===== src/rtl/core_pkg.sv =====
package core_pkg;

    localparam int XLEN       = 32;                     // Register and instruction width
    localparam int REG_COUNT  = 8;
    localparam int REG_BITS   = $clog2(REG_COUNT);
    localparam int IMEM_DEPTH = 64;
    localparam int PC_BITS    = $clog2(IMEM_DEPTH);
    localparam int DUMP_WORDS = 11;                     // PC, stage 2 word, retired, r0..r7

    typedef enum logic [3:0] {
        OP_NOP  = 4'd0,
        OP_ADDI = 4'd1,
        OP_ADD  = 4'd2,
        OP_SUB  = 4'd3,
        OP_XOR  = 4'd4,
        OP_HALT = 4'd15
    } opcode_t;

    localparam logic [7:0] CMD_LOAD  = 8'd1;            // Low 7 bits carry the word count
    localparam logic [7:0] CMD_RUN   = 8'd2;
    localparam logic [7:0] CMD_STEP  = 8'd3;
    localparam logic [7:0] CMD_RESET = 8'd4;

    localparam logic [3:0] DUMP_PC      = 4'd0;         // Word slots in the dump
    localparam logic [3:0] DUMP_INSTR   = 4'd1;
    localparam logic [3:0] DUMP_RETIRED = 4'd2;
    localparam logic [3:0] DUMP_REG0    = 4'd3;         // r0 here, r7 in the last slot

    typedef struct packed {
        logic [3:0]          opcode;                    // Bits 31..28
        logic [REG_BITS-1:0] rd;                        // Bits 27..25
        logic [REG_BITS-1:0] rs;                        // Bits 24..22
        logic [REG_BITS-1:0] rt;                        // Bits 21..19
        logic [2:0]          spare;
        logic [15:0]         imm;                       // Sign-extended immediate
    } instr_t;

    typedef struct packed {
        logic                valid;                     // Low for a bubble
        instr_t              instr;                     // Raw word for the dump
        opcode_t             op;                        // Decoded, unknown codes as NOP
        logic [REG_BITS-1:0] rd;
        logic [XLEN-1:0]     a;                         // rs value after forwarding
        logic [XLEN-1:0]     b;                         // rt value or immediate
    } ex_latch_t;

endpackage


===== src/rtl/uart_pkg.sv =====
package uart_pkg;

    localparam int DATA_BITS       = 32;        // One host word per serial frame
    localparam int TICKS_PER_BIT   = 16;        // Oversampling ratio, stop bit included
    localparam int CLKS_PER_TICK   = 4;         // Clock cycles between baud ticks
    localparam int FIFO_ADDR_WIDTH = 4;         // 16 entries in the transmit FIFO

endpackage

===== src/rtl/top_pipeline.sv =====
`timescale 1ns/1ps

module top_pipeline (
    input  logic i_clk,
    input  logic i_reset,
    input  logic i_rx,                                  // Serial line from the host
    output logic o_tx                                   // Serial line to the host
);
    import uart_pkg::*;
    import core_pkg::*;

    logic                 baud_tick;
    logic                 rx_done;
    logic [DATA_BITS-1:0] rx_data;
    logic                 fifo_wr;
    logic [DATA_BITS-1:0] fifo_wr_data;
    logic [DATA_BITS-1:0] fifo_head;
    logic                 fifo_empty;
    logic                 tx_done;
    logic                 advance;
    logic                 reset_from_debug;
    logic                 core_reset;
    logic                 imem_we;
    logic [PC_BITS-1:0]   imem_addr;
    logic [XLEN-1:0]      imem_data;
    logic [REG_BITS-1:0]  reg_addr;
    logic [XLEN-1:0]      reg_data;
    ex_latch_t            ex_latch;
    logic [PC_BITS-1:0]   pc;
    logic [XLEN-1:0]      retired;
    logic                 program_end;

    assign core_reset = i_reset | reset_from_debug;     // CMD_RESET reaches the core only

    baud_rate_gen u_baud_rate_gen (
        .i_clk(i_clk), .i_reset(i_reset), .o_baud_tick(baud_tick)
    );

    uart_receiver u_uart_receiver (
        .i_clk(i_clk), .i_reset(i_reset), .i_rx(i_rx), .i_bd_tick(baud_tick),
        .o_rx_done(rx_done), .o_data(rx_data)
    );

    fifo_transmitter u_fifo_transmitter (
        .i_clk(i_clk), .i_reset(i_reset), .i_wr(fifo_wr), .i_rd(tx_done),
        .i_wr_data(fifo_wr_data), .o_rd_data(fifo_head), .o_empty(fifo_empty),
        .o_full()                                       // 16 entries cover one dump
    );

    uart_transmitter u_uart_transmitter (
        .i_clk(i_clk), .i_reset(i_reset), .i_tx_start(~fifo_empty), .i_bd_tick(baud_tick),
        .i_data(fifo_head), .o_tx_done(tx_done), .o_tx(o_tx)
    );

    debug_unit u_debug_unit (
        .i_clk(i_clk), .i_reset(i_reset),
        .i_data_ready(rx_done), .i_data(rx_data),
        .i_program_end(program_end), .i_ex_latch(ex_latch), .i_pc(pc),
        .i_retired(retired), .i_reg_data(reg_data),
        .o_advance(advance), .o_core_reset(reset_from_debug),
        .o_imem_we(imem_we), .o_imem_addr(imem_addr), .o_imem_data(imem_data),
        .o_reg_addr(reg_addr),
        .o_data_to_fifo(fifo_wr_data), .o_write_en_fifo(fifo_wr)
    );

    pipeline u_pipeline (
        .i_clk(i_clk), .i_reset(core_reset), .i_advance(advance),
        .i_imem_we(imem_we), .i_imem_addr(imem_addr), .i_imem_data(imem_data),
        .i_reg_addr(reg_addr), .o_reg_data(reg_data),
        .o_ex_latch(ex_latch), .o_pc(pc), .o_retired(retired),
        .o_program_end(program_end)
    );

endmodule


===== src/rtl/pipeline.sv =====
`timescale 1ns/1ps

module pipeline (
    input  logic                          i_clk,
    input  logic                          i_reset,
    input  logic                          i_advance,     // One pipeline step per cycle high
    input  logic                          i_imem_we,
    input  logic [core_pkg::PC_BITS-1:0]  i_imem_addr,
    input  logic [core_pkg::XLEN-1:0]     i_imem_data,
    input  logic [core_pkg::REG_BITS-1:0] i_reg_addr,    // Debug read port
    output logic [core_pkg::XLEN-1:0]     o_reg_data,
    output core_pkg::ex_latch_t           o_ex_latch,    // Stage 2 contents
    output logic [core_pkg::PC_BITS-1:0]  o_pc,
    output logic [core_pkg::XLEN-1:0]     o_retired,
    output logic                          o_program_end
);
    import core_pkg::*;

    logic [XLEN-1:0] imem [IMEM_DEPTH];                 // Survives a core reset
    logic [XLEN-1:0] regs [REG_COUNT];
    instr_t          fetch;
    opcode_t         fetch_op;
    logic [XLEN-1:0] imm_ext;
    logic [XLEN-1:0] rs_val;
    logic [XLEN-1:0] rt_val;
    logic [XLEN-1:0] alu_result;
    logic            wb_en;
    logic            step;

    assign fetch         = imem[o_pc];
    assign imm_ext       = {{(XLEN - 16){fetch.imm[15]}}, fetch.imm};
    assign o_reg_data    = regs[i_reg_addr];
    assign o_program_end = o_ex_latch.valid && (o_ex_latch.op == OP_HALT);
    assign step          = i_advance && !o_program_end;  // Frozen on HALT

    // Stage 1 decode
    always_comb begin
        case (fetch.opcode)
            OP_ADDI, OP_ADD, OP_SUB, OP_XOR, OP_HALT: fetch_op = opcode_t'(fetch.opcode);
            default: fetch_op = OP_NOP;                 // Unused codes behave as NOP
        endcase
    end

    // Stage 2 ALU
    always_comb begin
        wb_en = o_ex_latch.valid && (o_ex_latch.rd != '0);  // r0 never written
        case (o_ex_latch.op)
            OP_ADDI, OP_ADD: alu_result = o_ex_latch.a + o_ex_latch.b;
            OP_SUB:          alu_result = o_ex_latch.a - o_ex_latch.b;
            OP_XOR:          alu_result = o_ex_latch.a ^ o_ex_latch.b;
            default: begin
                alu_result = '0;
                wb_en      = 1'b0;                      // NOP and HALT write nothing
            end
        endcase
    end

    // Forward the stage 2 result over the register file
    assign rs_val = (wb_en && o_ex_latch.rd == fetch.rs) ? alu_result : regs[fetch.rs];
    assign rt_val = (wb_en && o_ex_latch.rd == fetch.rt) ? alu_result : regs[fetch.rt];

    always_ff @(posedge i_clk) begin
        if (i_imem_we)
            imem[i_imem_addr] <= i_imem_data;
    end

    always_ff @(posedge i_clk) begin
        if (i_reset) begin
            o_pc       <= '0;
            o_retired  <= '0;
            o_ex_latch <= '0;                           // Stage 2 holds a bubble
            for (int i = 0; i < REG_COUNT; i++)
                regs[i] <= '0;
        end else if (step) begin
            o_pc       <= o_pc + 1'b1;
            o_ex_latch <= '{valid: 1'b1,
                            instr: fetch,
                            op:    fetch_op,
                            rd:    fetch.rd,
                            a:     rs_val,
                            b:     (fetch_op == OP_ADDI) ? imm_ext : rt_val};
            if (o_ex_latch.valid)
                o_retired <= o_retired + 1'b1;          // Counted as it leaves stage 2
            if (wb_en)
                regs[o_ex_latch.rd] <= alu_result;
        end
    end

endmodule


===== src/rtl/debug_unit.sv =====
`timescale 1ns/1ps

module debug_unit (
    input  logic                            i_clk,
    input  logic                            i_reset,
    input  logic                            i_data_ready,   // Word from the receiver
    input  logic [uart_pkg::DATA_BITS-1:0]  i_data,
    input  logic                            i_program_end,  // HALT in stage 2
    input  core_pkg::ex_latch_t             i_ex_latch,
    input  logic [core_pkg::PC_BITS-1:0]    i_pc,
    input  logic [core_pkg::XLEN-1:0]       i_retired,
    input  logic [core_pkg::XLEN-1:0]       i_reg_data,     // Register at o_reg_addr
    output logic                            o_advance,
    output logic                            o_core_reset,
    output logic                            o_imem_we,
    output logic [core_pkg::PC_BITS-1:0]    o_imem_addr,
    output logic [core_pkg::XLEN-1:0]       o_imem_data,
    output logic [core_pkg::REG_BITS-1:0]   o_reg_addr,
    output logic [uart_pkg::DATA_BITS-1:0]  o_data_to_fifo,
    output logic                            o_write_en_fifo
);
    import core_pkg::*;

    localparam logic [3:0] DUMP_LAST = 4'(DUMP_WORDS - 1);

    typedef enum logic [1:0] {ST_IDLE, ST_LOADING, ST_RUNNING, ST_DUMPING} state_t;

    state_t             state;
    logic               run_mode;                       // High for RUN, low for STEP
    logic [6:0]         load_left;                      // Words still to load
    logic [PC_BITS-1:0] load_addr;
    logic [3:0]         dump_idx;
    logic [3:0]         reg_sel;
    logic [7:0]         cmd;
    logic [XLEN-1:0]    dump_word;

    assign cmd        = i_data[31:24];                  // Command code in the top byte
    assign o_advance  = (state == ST_RUNNING);          // Core ignores it once halted
    assign reg_sel    = dump_idx - DUMP_REG0;
    assign o_reg_addr = reg_sel[REG_BITS-1:0];

    always_comb begin
        case (dump_idx)
            DUMP_PC:      dump_word = {{(XLEN - PC_BITS){1'b0}}, i_pc};
            DUMP_INSTR:   dump_word = i_ex_latch.valid ? i_ex_latch.instr : '0;
            DUMP_RETIRED: dump_word = i_retired;
            default:      dump_word = i_reg_data;       // r0..r7
        endcase
    end

    always_ff @(posedge i_clk) begin
        if (i_reset) begin
            state           <= ST_IDLE;
            run_mode        <= 1'b0;
            load_left       <= '0;
            load_addr       <= '0;
            dump_idx        <= '0;
            o_imem_we       <= 1'b0;
            o_core_reset    <= 1'b0;
            o_write_en_fifo <= 1'b0;
        end else begin
            o_imem_we       <= 1'b0;                    // Strobes last one cycle
            o_core_reset    <= 1'b0;
            o_write_en_fifo <= 1'b0;
            case (state)
                ST_IDLE: if (i_data_ready) begin
                    case (cmd)
                        CMD_LOAD: begin
                            load_left <= i_data[6:0];
                            load_addr <= '0;
                            if (i_data[6:0] != 7'd0)
                                state <= ST_LOADING;
                        end
                        CMD_RUN, CMD_STEP: begin
                            run_mode <= (cmd == CMD_RUN);
                            state    <= ST_RUNNING;
                        end
                        CMD_RESET: o_core_reset <= 1'b1;
                        default: ;                      // Unknown codes dropped
                    endcase
                end
                ST_LOADING: if (i_data_ready) begin
                    o_imem_we <= 1'b1;
                    load_addr <= load_addr + 1'b1;
                    load_left <= load_left - 1'b1;
                    if (load_left == 7'd1)
                        state <= ST_IDLE;
                end
                ST_RUNNING: if (!run_mode || i_program_end) begin  // One cycle for a step
                    state    <= ST_DUMPING;
                    dump_idx <= '0;
                end
                ST_DUMPING: begin
                    o_write_en_fifo <= 1'b1;            // One word per cycle
                    dump_idx        <= dump_idx + 1'b1;
                    if (dump_idx == DUMP_LAST)
                        state <= ST_IDLE;
                end
                default: state <= ST_IDLE;
            endcase
        end
    end

    always_ff @(posedge i_clk) begin
        o_imem_addr    <= load_addr;
        o_imem_data    <= i_data;
        o_data_to_fifo <= dump_word;
    end

endmodule


===== src/rtl/fifo_transmitter.sv =====
`timescale 1ns/1ps

module fifo_transmitter (
    input  logic                           i_clk,
    input  logic                           i_reset,
    input  logic                           i_wr,
    input  logic                           i_rd,        // Pop the head word
    input  logic [uart_pkg::DATA_BITS-1:0] i_wr_data,
    output logic [uart_pkg::DATA_BITS-1:0] o_rd_data,   // Head word, shown ahead
    output logic                           o_empty,
    output logic                           o_full
);
    import uart_pkg::*;

    localparam int AW = FIFO_ADDR_WIDTH;

    logic [DATA_BITS-1:0] mem [2**AW];
    logic [AW:0]          wr_ptr;                       // Extra bit tells full from empty
    logic [AW:0]          rd_ptr;

    assign o_empty   = (wr_ptr == rd_ptr);
    assign o_full    = (wr_ptr == {~rd_ptr[AW], rd_ptr[AW-1:0]});
    assign o_rd_data = mem[rd_ptr[AW-1:0]];

    always_ff @(posedge i_clk) begin
        if (i_wr && !o_full)
            mem[wr_ptr[AW-1:0]] <= i_wr_data;
    end

    always_ff @(posedge i_clk) begin
        if (i_reset) begin
            wr_ptr <= '0;
            rd_ptr <= '0;
        end else begin
            if (i_wr && !o_full)
                wr_ptr <= wr_ptr + 1'b1;
            if (i_rd && !o_empty)
                rd_ptr <= rd_ptr + 1'b1;                // Pop on transmitter done
        end
    end

endmodule


===== src/rtl/uart_transmitter.sv =====
`timescale 1ns/1ps

module uart_transmitter (
    input  logic                           i_clk,
    input  logic                           i_reset,
    input  logic                           i_tx_start,  // Level, FIFO not empty
    input  logic                           i_bd_tick,
    input  logic [uart_pkg::DATA_BITS-1:0] i_data,      // FIFO head word
    output logic                           o_tx_done,   // Pops the FIFO
    output logic                           o_tx
);
    import uart_pkg::*;

    localparam int            TW        = $clog2(TICKS_PER_BIT);
    localparam int            BW        = $clog2(DATA_BITS);
    localparam logic [TW-1:0] TICK_LAST = TW'(TICKS_PER_BIT - 1);
    localparam logic [BW-1:0] BIT_LAST  = BW'(DATA_BITS - 1);

    typedef enum logic [1:0] {TX_IDLE, TX_START, TX_DATA, TX_STOP} tx_state_t;

    tx_state_t            state;
    logic [TW-1:0]        tick_cnt;
    logic [BW-1:0]        bit_cnt;
    logic [DATA_BITS-1:0] shift;                        // Word being serialized
    logic                 bit_end;

    assign bit_end   = i_bd_tick && (tick_cnt == TICK_LAST);
    assign o_tx_done = (state == TX_STOP) && bit_end;   // Same edge as return to idle
    assign o_tx      = (state == TX_DATA) ? shift[0] : (state != TX_START);

    always_ff @(posedge i_clk) begin
        if (i_reset) begin
            state    <= TX_IDLE;
            tick_cnt <= '0;
            bit_cnt  <= '0;
        end else begin
            if (state != TX_IDLE && i_bd_tick)
                tick_cnt <= tick_cnt + 1'b1;            // Wraps at 16
            case (state)
                TX_IDLE: if (i_tx_start) begin          // Start is ignored while busy
                    state    <= TX_START;
                    tick_cnt <= '0;
                end
                TX_START: if (bit_end) begin
                    state   <= TX_DATA;
                    bit_cnt <= '0;
                end
                TX_DATA: if (bit_end) begin
                    bit_cnt <= bit_cnt + 1'b1;
                    if (bit_cnt == BIT_LAST)
                        state <= TX_STOP;
                end
                TX_STOP: if (bit_end)
                    state <= TX_IDLE;
                default: state <= TX_IDLE;
            endcase
        end
    end

    always_ff @(posedge i_clk) begin
        if (state == TX_IDLE && i_tx_start)
            shift <= i_data;                            // Latch head word at start
        else if (state == TX_DATA && bit_end)
            shift <= shift >> 1;                        // LSB first
    end

endmodule


===== src/rtl/uart_receiver.sv =====
`timescale 1ns/1ps

module uart_receiver (
    input  logic                           i_clk,
    input  logic                           i_reset,
    input  logic                           i_rx,        // Serial line, idle high
    input  logic                           i_bd_tick,   // 16x oversampling tick
    output logic                           o_rx_done,   // Pulse at mid stop bit
    output logic [uart_pkg::DATA_BITS-1:0] o_data       // LSB received first
);
    import uart_pkg::*;

    localparam int            TW        = $clog2(TICKS_PER_BIT);
    localparam int            BW        = $clog2(DATA_BITS);
    localparam logic [TW-1:0] TICK_MID  = TW'(TICKS_PER_BIT / 2 - 1);
    localparam logic [TW-1:0] TICK_LAST = TW'(TICKS_PER_BIT - 1);
    localparam logic [BW-1:0] BIT_LAST  = BW'(DATA_BITS - 1);

    typedef enum logic [1:0] {RX_IDLE, RX_START, RX_DATA, RX_STOP} rx_state_t;

    rx_state_t     state;
    logic [1:0]    rx_sync;                             // Two-flop synchronizer
    logic [TW-1:0] tick_cnt;
    logic [BW-1:0] bit_cnt;

    always_ff @(posedge i_clk) begin
        if (i_reset) begin
            state     <= RX_IDLE;
            rx_sync   <= 2'b11;                         // Line idles high
            tick_cnt  <= '0;
            bit_cnt   <= '0;
            o_rx_done <= 1'b0;
        end else begin
            rx_sync   <= {rx_sync[0], i_rx};
            o_rx_done <= 1'b0;
            case (state)
                RX_IDLE: if (!rx_sync[1]) begin         // Falling edge of start bit
                    state    <= RX_START;
                    tick_cnt <= '0;
                end
                RX_START: if (i_bd_tick) begin
                    if (tick_cnt == TICK_MID) begin     // Middle of start bit
                        state    <= rx_sync[1] ? RX_IDLE : RX_DATA;  // Glitch goes back
                        tick_cnt <= '0;
                        bit_cnt  <= '0;
                    end else begin
                        tick_cnt <= tick_cnt + 1'b1;
                    end
                end
                RX_DATA: if (i_bd_tick) begin
                    tick_cnt <= tick_cnt + 1'b1;        // Wraps at 16
                    if (tick_cnt == TICK_LAST) begin    // Middle of data bit
                        o_data  <= {rx_sync[1], o_data[DATA_BITS-1:1]};
                        bit_cnt <= bit_cnt + 1'b1;
                        if (bit_cnt == BIT_LAST)
                            state <= RX_STOP;
                    end
                end
                RX_STOP: if (i_bd_tick) begin
                    tick_cnt <= tick_cnt + 1'b1;
                    if (tick_cnt == TICK_LAST) begin    // Middle of stop bit
                        o_rx_done <= 1'b1;
                        state     <= RX_IDLE;
                    end
                end
                default: state <= RX_IDLE;
            endcase
        end
    end

endmodule


===== src/rtl/baud_rate_gen.sv =====
`timescale 1ns/1ps

module baud_rate_gen (
    input  logic i_clk,
    input  logic i_reset,
    output logic o_baud_tick                            // One cycle wide, every CLKS_PER_TICK
);
    import uart_pkg::*;

    localparam int            CW       = $clog2(CLKS_PER_TICK);
    localparam logic [CW-1:0] CNT_LAST = CW'(CLKS_PER_TICK - 1);

    logic [CW-1:0] clk_cnt;

    assign o_baud_tick = (clk_cnt == CNT_LAST);

    always_ff @(posedge i_clk) begin
        if (i_reset)
            clk_cnt <= '0;                              // Count restarts after reset
        else if (o_baud_tick)
            clk_cnt <= '0;
        else
            clk_cnt <= clk_cnt + 1'b1;
    end

endmodule


===== config.mk =====
export PLATFORM = sky130hd
export DESIGN_NAME = top_pipeline
export DESIGN_NICKNAME = d
export VERILOG_FILES = /design/src/rtl/core_pkg.sv /design/src/rtl/uart_pkg.sv /design/src/rtl/top_pipeline.sv /design/src/rtl/pipeline.sv /design/src/rtl/debug_unit.sv /design/src/rtl/fifo_transmitter.sv /design/src/rtl/uart_transmitter.sv /design/src/rtl/uart_receiver.sv /design/src/rtl/baud_rate_gen.sv
export SDC_FILE = /design/constraint.sdc
export NUM_CORES = 2
export LEC_CHECK = 0
export BUFFER_PORTS_ARGS = -buffer_cell sky130_fd_sc_hd__buf_2
export CORE_MARGIN = 8
export CORE_UTILIZATION = 55
export DETAILED_ROUTE_END_ITERATION = 8
export HOLD_SLACK_MARGIN = 0.08
export PLACE_DENSITY = 0.67
export SYNTH_ARGS = -nofsm -noshare
export SYNTH_HDL_FRONTEND = slang
export SYNTH_SLANG_ARGS = --single-unit

===== constraint.sdc =====
create_clock -name i_clk -period 5.5 [get_ports i_clk]
set_clock_uncertainty 0.15 [all_clocks]
set_input_delay 0.55 -clock i_clk [delete_from_list [all_inputs] [get_ports i_clk]]
set_output_delay 0.55 -clock i_clk [all_outputs]
set_load 0.01 [all_outputs]

After elaboration in Yosys (flattened, before gate mapping)
Memories as Yosys holds them, arrays and structs flattened. A register that Yosys moved wholly into a read port is not among the register bits.
Index checks and enable logic that the tools add are counted.
{ "word_totals": {"mem_count": 3, "in_bits": 3, "ram_bits": 2816, "wordCells": 253, "regBits": 301} }
{ "classes": {"n_addsub": 15, "reduce_logical": 49, "mux": 81, "eq_ne": 60, "bitwise": 10} }
{ "memory_table": {"columns": ["name", "words", "word_bits", "rd", "rd_ports_with_merged_regs", "write_ports", "line", "source"], "rows": [
  ["u_pipeline.imem", 64, 32, 1, 1, 1, "pipeline.sv:19", "logic [XLEN-1:0] imem [IMEM_DEPTH];"],
  ["u_fifo_transmitter.mem", 16, 32, 1, 1, 1, "fifo_transmitter.sv:17", "logic [DATA_BITS-1:0] mem [2**AW];"],
  ["u_pipeline.regs", 8, 32, 3, 1, 8, "pipeline.sv:20", "logic [XLEN-1:0] regs [REG_COUNT];"]
]} }
{ "op_table": {"columns": ["cell", "n"], "rows": [
  ["$mux 32", 6],
  ["$pmux 32 s3", 2],
  ["$mux 4", 11],
  ["$mux 2", 20],
  ["$add 32x1->32 const B", 1],
  ["$add 32x32->32", 1],
  ["$reduce_or 32->1", 1],
  ["$sub 32x32->32", 1],
  ["$xor 32x32->32", 1],
  ["$mux 5", 6],
  ["$mux 6", 5],
  ["$ne 2x1->1 const B", 15],
  ["$pmux 2 s4", 3],
  ["$mux 7", 3],
  ["$add 5x1->5 const B", 4],
  ["$eq 4x2->1 const B", 5],
  ["$eq 4x4->1 const B", 5],
  ["$pmux 5 s2", 2],
  ["$mux 1", 17],
  ["$eq 4x1->1 const B", 4],
  ["$eq 8x2->1 const B", 2],
  ["$eq 2x2->1 const B", 7],
  ["$pmux 7 s2", 1],
  ["$add 4x1->4 const B", 3],
  ["other kinds (40)", 89]
]} }

Depth between registers and ports, before layout
{ "depth": {"word_depth": 9, "mapped_depth": 22} }

Modules after synthesis
Synthesis repeated with hierarchy kept, for this count alone.
{ "hier_totals": {"hier_cells": 6813, "hier_area_um2": 129534.2} }
{ "modules_own_cells": {"columns": ["module", "cells_per_inst", "n_inst", "area_per_inst_um2", "seq_area_each_um2"], "rows": [
  ["pipeline", 5408, 1, 102062.9, 72089.1],
  ["fifo_transmitter", 813, 1, 20323.2, 15655.0],
  ["debug_unit", 319, 1, 3271.9, 1861.8],
  ["uart_transmitter", 144, 1, 2006.9, 1181.1],
  ["uart_receiver", 122, 1, 1784.2, 1241.2],
  ["baud_rate_gen", 5, 1, 75.1, 40.0],
  ["top_pipeline", 2, 1, 10.0, 0.0]
]} }

Least setup slack after synthesis
No wires, ideal clock.
{ "synth_timing": {"kind": "register to register", "start": "register u_pipeline.o_ex_latch[2] (netlist name)", "end": "memory u_pipeline.regs[1][29], data pin", "setup_ns": 0.275, "path_slack_ns": 0.512, "arrival_time_ns": 4.563, "t_required_ns": 5.075, "n_path_buf": 1, "synth_period_minus_slack_ns": 4.988, "path_stages_with_launch": 19, "cell_sequence": "dfxtp_1 or3_4 or4_4 or3b_4 or4_1 buf_2 o31ai_1 xor2_1 ha_1 and3_1 and2_1 a221o_1 nand2_1 nand2_1 a221oi_1 o21bai_1 xor2_1 a22oi_1 nor2_1"} }
{ "synth_lines": {"columns": ["item", "line", "source"], "rows": [
  ["from (decl)", "pipeline.sv:12", "output core_pkg::ex_latch_t o_ex_latch,"],
  ["from (signal assigned)", "pipeline.sv:76", "o_ex_latch <= '{valid: 1'b1,"],
  ["to (decl)", "pipeline.sv:20", null]
]} }

==> results.py <==
metrics = {
    "outcome": {
        "status": "finished clean",
    },
    "final_layout": {
        "drive_gt1_share_pct": 25.3,
        "final-instance-count-excl-fill": 10400,
        "area_growth_pct": 12.3,
        "fin_util_pct": 62.1,
        "nNetsFinal": 7144,
    },
    "routing": {
        "highest_layer": "met5",
        "routed-wl-met3_microns": 26300,
        "detail_route.vias_per_cell": 6.60,
        "dr_total_vias": 68500,
        "dr.pass1.iters": 6,
        "drc": 0,
        "wl_per_cell_microns": 32.3,
        "wl_met2_microns": 164000,
        "ant_nets": 0,
        "routed_wl_microns": 336000,
        "met1_length_microns": 134000,
        "drt_iter0_markers": 7901,
    },
    "sta": {
        "fin_crit_sh_pct": 96.3,
        "min_period_ns": 5.29,
        "maxSlewHeadroom_pct": 13.1,
        "fmax_mhz": 189,
        "setup_tns_ns": 0,
        "grt_setup_unrepaired": "false",
        "setup_viol": 0,
        "tightest_slew_ns": 1.30,
        "hold_viol": 0,
        "slew_viol_final": 0,
    },
    "global_route": {
        "grt_remaining_overflow": 0,
        "grt_pass1_vias": 68400,
        "antenna_found_initial": 11,
        "grt_usage_pct": 26.4,
        "grt_pass1_wl_microns": 483000,
        "grt_max_degree": 118,
    },
    "flow_run": {
        "maxCapViolCount": 0,
    },
    "logic_synthesis": {
        "yosys.area.top_type_share_pct": 67.3,
        "ys_types": 91,
        "yosys-top-cells-area": "edfxtp_1, mux4_2, dfxtp_1",
        "yosysWarningCount": 0,
        "synthFlopType": "edfxtp_1",
        "synth-seq-cells": 3159,
        "syn_avg_cell_area_sq_um": 18.8,
        "synth_area_leader_cell": "edfxtp_1",
        "syn_area_sq_um": 129000,
        "post-synth-top-count-cell": "edfxtp_1",
        "synth-async-reset-ratio_pct": 0,
        "synthCells": 6826,
        "synth-edff-count": 2880,
        "yosysSeqAreaShare_pct": 71.6,
        "synthTopCellsByCount": "edfxtp_1, mux4_2, nor2_1",
    },
    "min_path": {
        "min_path_type": "primary input to register",
    },
    "placed_design": {
        "dpl.hpwl_microns": 194000,
        "placed_cells": 9788,
        "portBuffers": 3,
        "gp_congestion": 0.869,
    },
    "floorplanning": {
        "start_util_pct": 55.3,
        "dieArea_sq_um": 249000,
        "core_area_sq_um": 233000,
        "die_w_microns": 499,
        "fp.dieH_microns": 499,
        "rows": 177,
        "num_io_pins": 4,
    },
    "clock_network": {
        "cts_tree": "done",
        "cts.clk_slew.worst_paths_ns": 0.06,
        "cts_buffer_depth": 4,
        "clk_latency_ns": 0.93,
        "clock-sinks": 3159,
        "cts-root-buf": "clkbuf_16",
        "numCtsBuffers": 334,
        "cts_max_level": 5,
    },
    "setup_path": {
        "worstPathRequired_ns": 5.96,
        "r2r_setup_slack_ns": 0.21,
        "worstSetupEndpointType": "register",
        "startpoint_type": "register",
        "path_max_fanout": 7,
        "crit_type": "register to register",
        "crit_arrival_ns": 5.76,
    },
    "pwr": {
        "irDropWorstVdd_mv": 0.344,
        "cellLeakagePower_nw": 45.5,
        "powerDensity_nw_per_um2": 330,
    },
}
report_power, final:
group / switching [mW] / internal [mW]
logic: 0.202 / 0.104
registers: 0.0650 / 25.9
clock network: 8.98 / 12.4
total: 9.25 / 38.4
logic make-up after synthesis:
group | count (synthesis) | synth area share, %
compound gates | 735 | 3.85
xor+xnor | 147 | 1.01
fa+ha+maj | 58 | 0.571
buf+inv | 452 | 1.59
flops | 3159 | 71.6
mux | 1221 | 17.6
other cells | 1 | 0.00292
simple gates | 1053 | 3.71
cells in the final DEF, fill, tap and decap left out, types with 44 or more instances in the layout:
cell,netlist,routed
a211oi_1,72,72
a21oi_1,163,163
a22oi_1,131,131
buf_4,41,271
clkbuf_1,244,65
clkbuf_16,0,338
clkinv_1,0,59
clkinv_2,0,66
dfxtp_1,279,236
edfxtp_1,2880,2880
ha_1,57,56
mux2_2,75,75
mux2i_1,322,322
mux4_2,824,824
nand2_1,211,202
nand3_1,74,74
nor2_1,509,432
nor2_4,0,76
o21ai_0,123,122
xnor2_1,44,44
xor2_1,101,100
final timing paths:
path / start / end / cells past startpoint
setup / recovery: u_pipeline.o_ex_latch[2]$_SDFFE_PP0P_ / u_pipeline.regs[5][30]$_SDFFCE_PN0P_ / 20
setup reg to reg: u_pipeline.o_ex_latch[2]$_SDFFE_PP0P_ / u_pipeline.regs[5][30]$_SDFFCE_PN0P_ / 20
hold reg to reg: u_uart_receiver.o_data[17]$_DFFE_PP_ / u_debug_unit.o_imem_data[17]$_DFF_P_ / 0
hold / removal: i_rx / u_uart_receiver.rx_sync[0]$_SDFF_PP1_ / 3
metrics by stage:
step / worst slack (ns) / hold slack [ns] / instance area (sq um) / total power, mW
after CTS: 0.0412 / 0.150 / 144000 / 47.9
after global placement: 0.104 / 0.199 / 134000 / 26.8
after floorplan: 0.512 / 0.189 / 129000 / 26.6
after detailed placement: 0.0651 / 0.208 / 134000 / 26.8
after global routing: 0.0177 / 0.185 / 144000 / 48.8
final: 0.205 / 0.205 / 144000 / 47.7
layout make-up:
class / count / area, sq um
clock inverters: 160 / 1280
well taps: 3043 / 3810
inverters: 34 / 130
diodes: 6 / 15.0
fillers: 16100 / 88200
clock buffers: 425 / 9000
flip-flops and latches: 3159 / 92100
repair buffers: 308 / 2710
multi-input cells: 3246 / 35300
critical path, cell delays in order, from the launching register on:
cell and delay [ns]:
dfxtp_1 0.32, or3_4 0.39, or4_4 0.44, or3b_4 0.42, or4_4 0.48, buf_4 0.17
buf_4 0.14, nand2_1 0.07, xor2_1 0.17, ha_1 0.34, a21oi_1 0.21, o21ai_0 0.17
a211oi_1 0.28, o31ai_1 0.13, a2bb2oi_1 0.24, a31oi_1 0.12, buf_4 0.16, mux2i_1 0.13
nor2_1 0.24, buf_4 0.20, nor2_1 0.05
registers in the layout, indices dropped and copies added, names as in the netlist, 4 cells and up, named ones only:
register                     count
u_debug_unit.load_addr           6
u_pipeline.o_pc                  6
u_uart_receiver.bit_cnt          5
u_debug_unit.load_left           7
u_debug_unit.o_data_to_fifo     32
u_debug_unit.o_imem_addr         6
u_pipeline.o_ex_latch          101
u_pipeline.imem               2048
u_debug_unit.o_imem_data        32
u_pipeline.o_retired            32
u_uart_receiver.o_data          32
u_uart_receiver.tick_cnt         4
u_debug_unit.dump_idx            4
u_uart_transmitter.tick_cnt      4
u_uart_transmitter.shift        32
u_pipeline.regs                256
u_uart_transmitter.bit_cnt       5
u_fifo_transmitter.wr_ptr        5
u_fifo_transmitter.rd_ptr        5
u_fifo_transmitter.mem         512
layer usage:
layer / vias up / track usage, %
li1: 28300 / -
met2: 3241 / 43.3
met3: 642 / 4.12
met1: 36300 / 37.0
met5: - / 0
met4: 4 / 8.34
what timing repair did:
action	4_1_cts	5_1_grt
setup buffers	0	0
hold buffers	2	0
gates resized for setup	0	2
hold endpoints to repair	4	0
setup endpoints to repair	0	33
(Power assumes the default switching activity.)
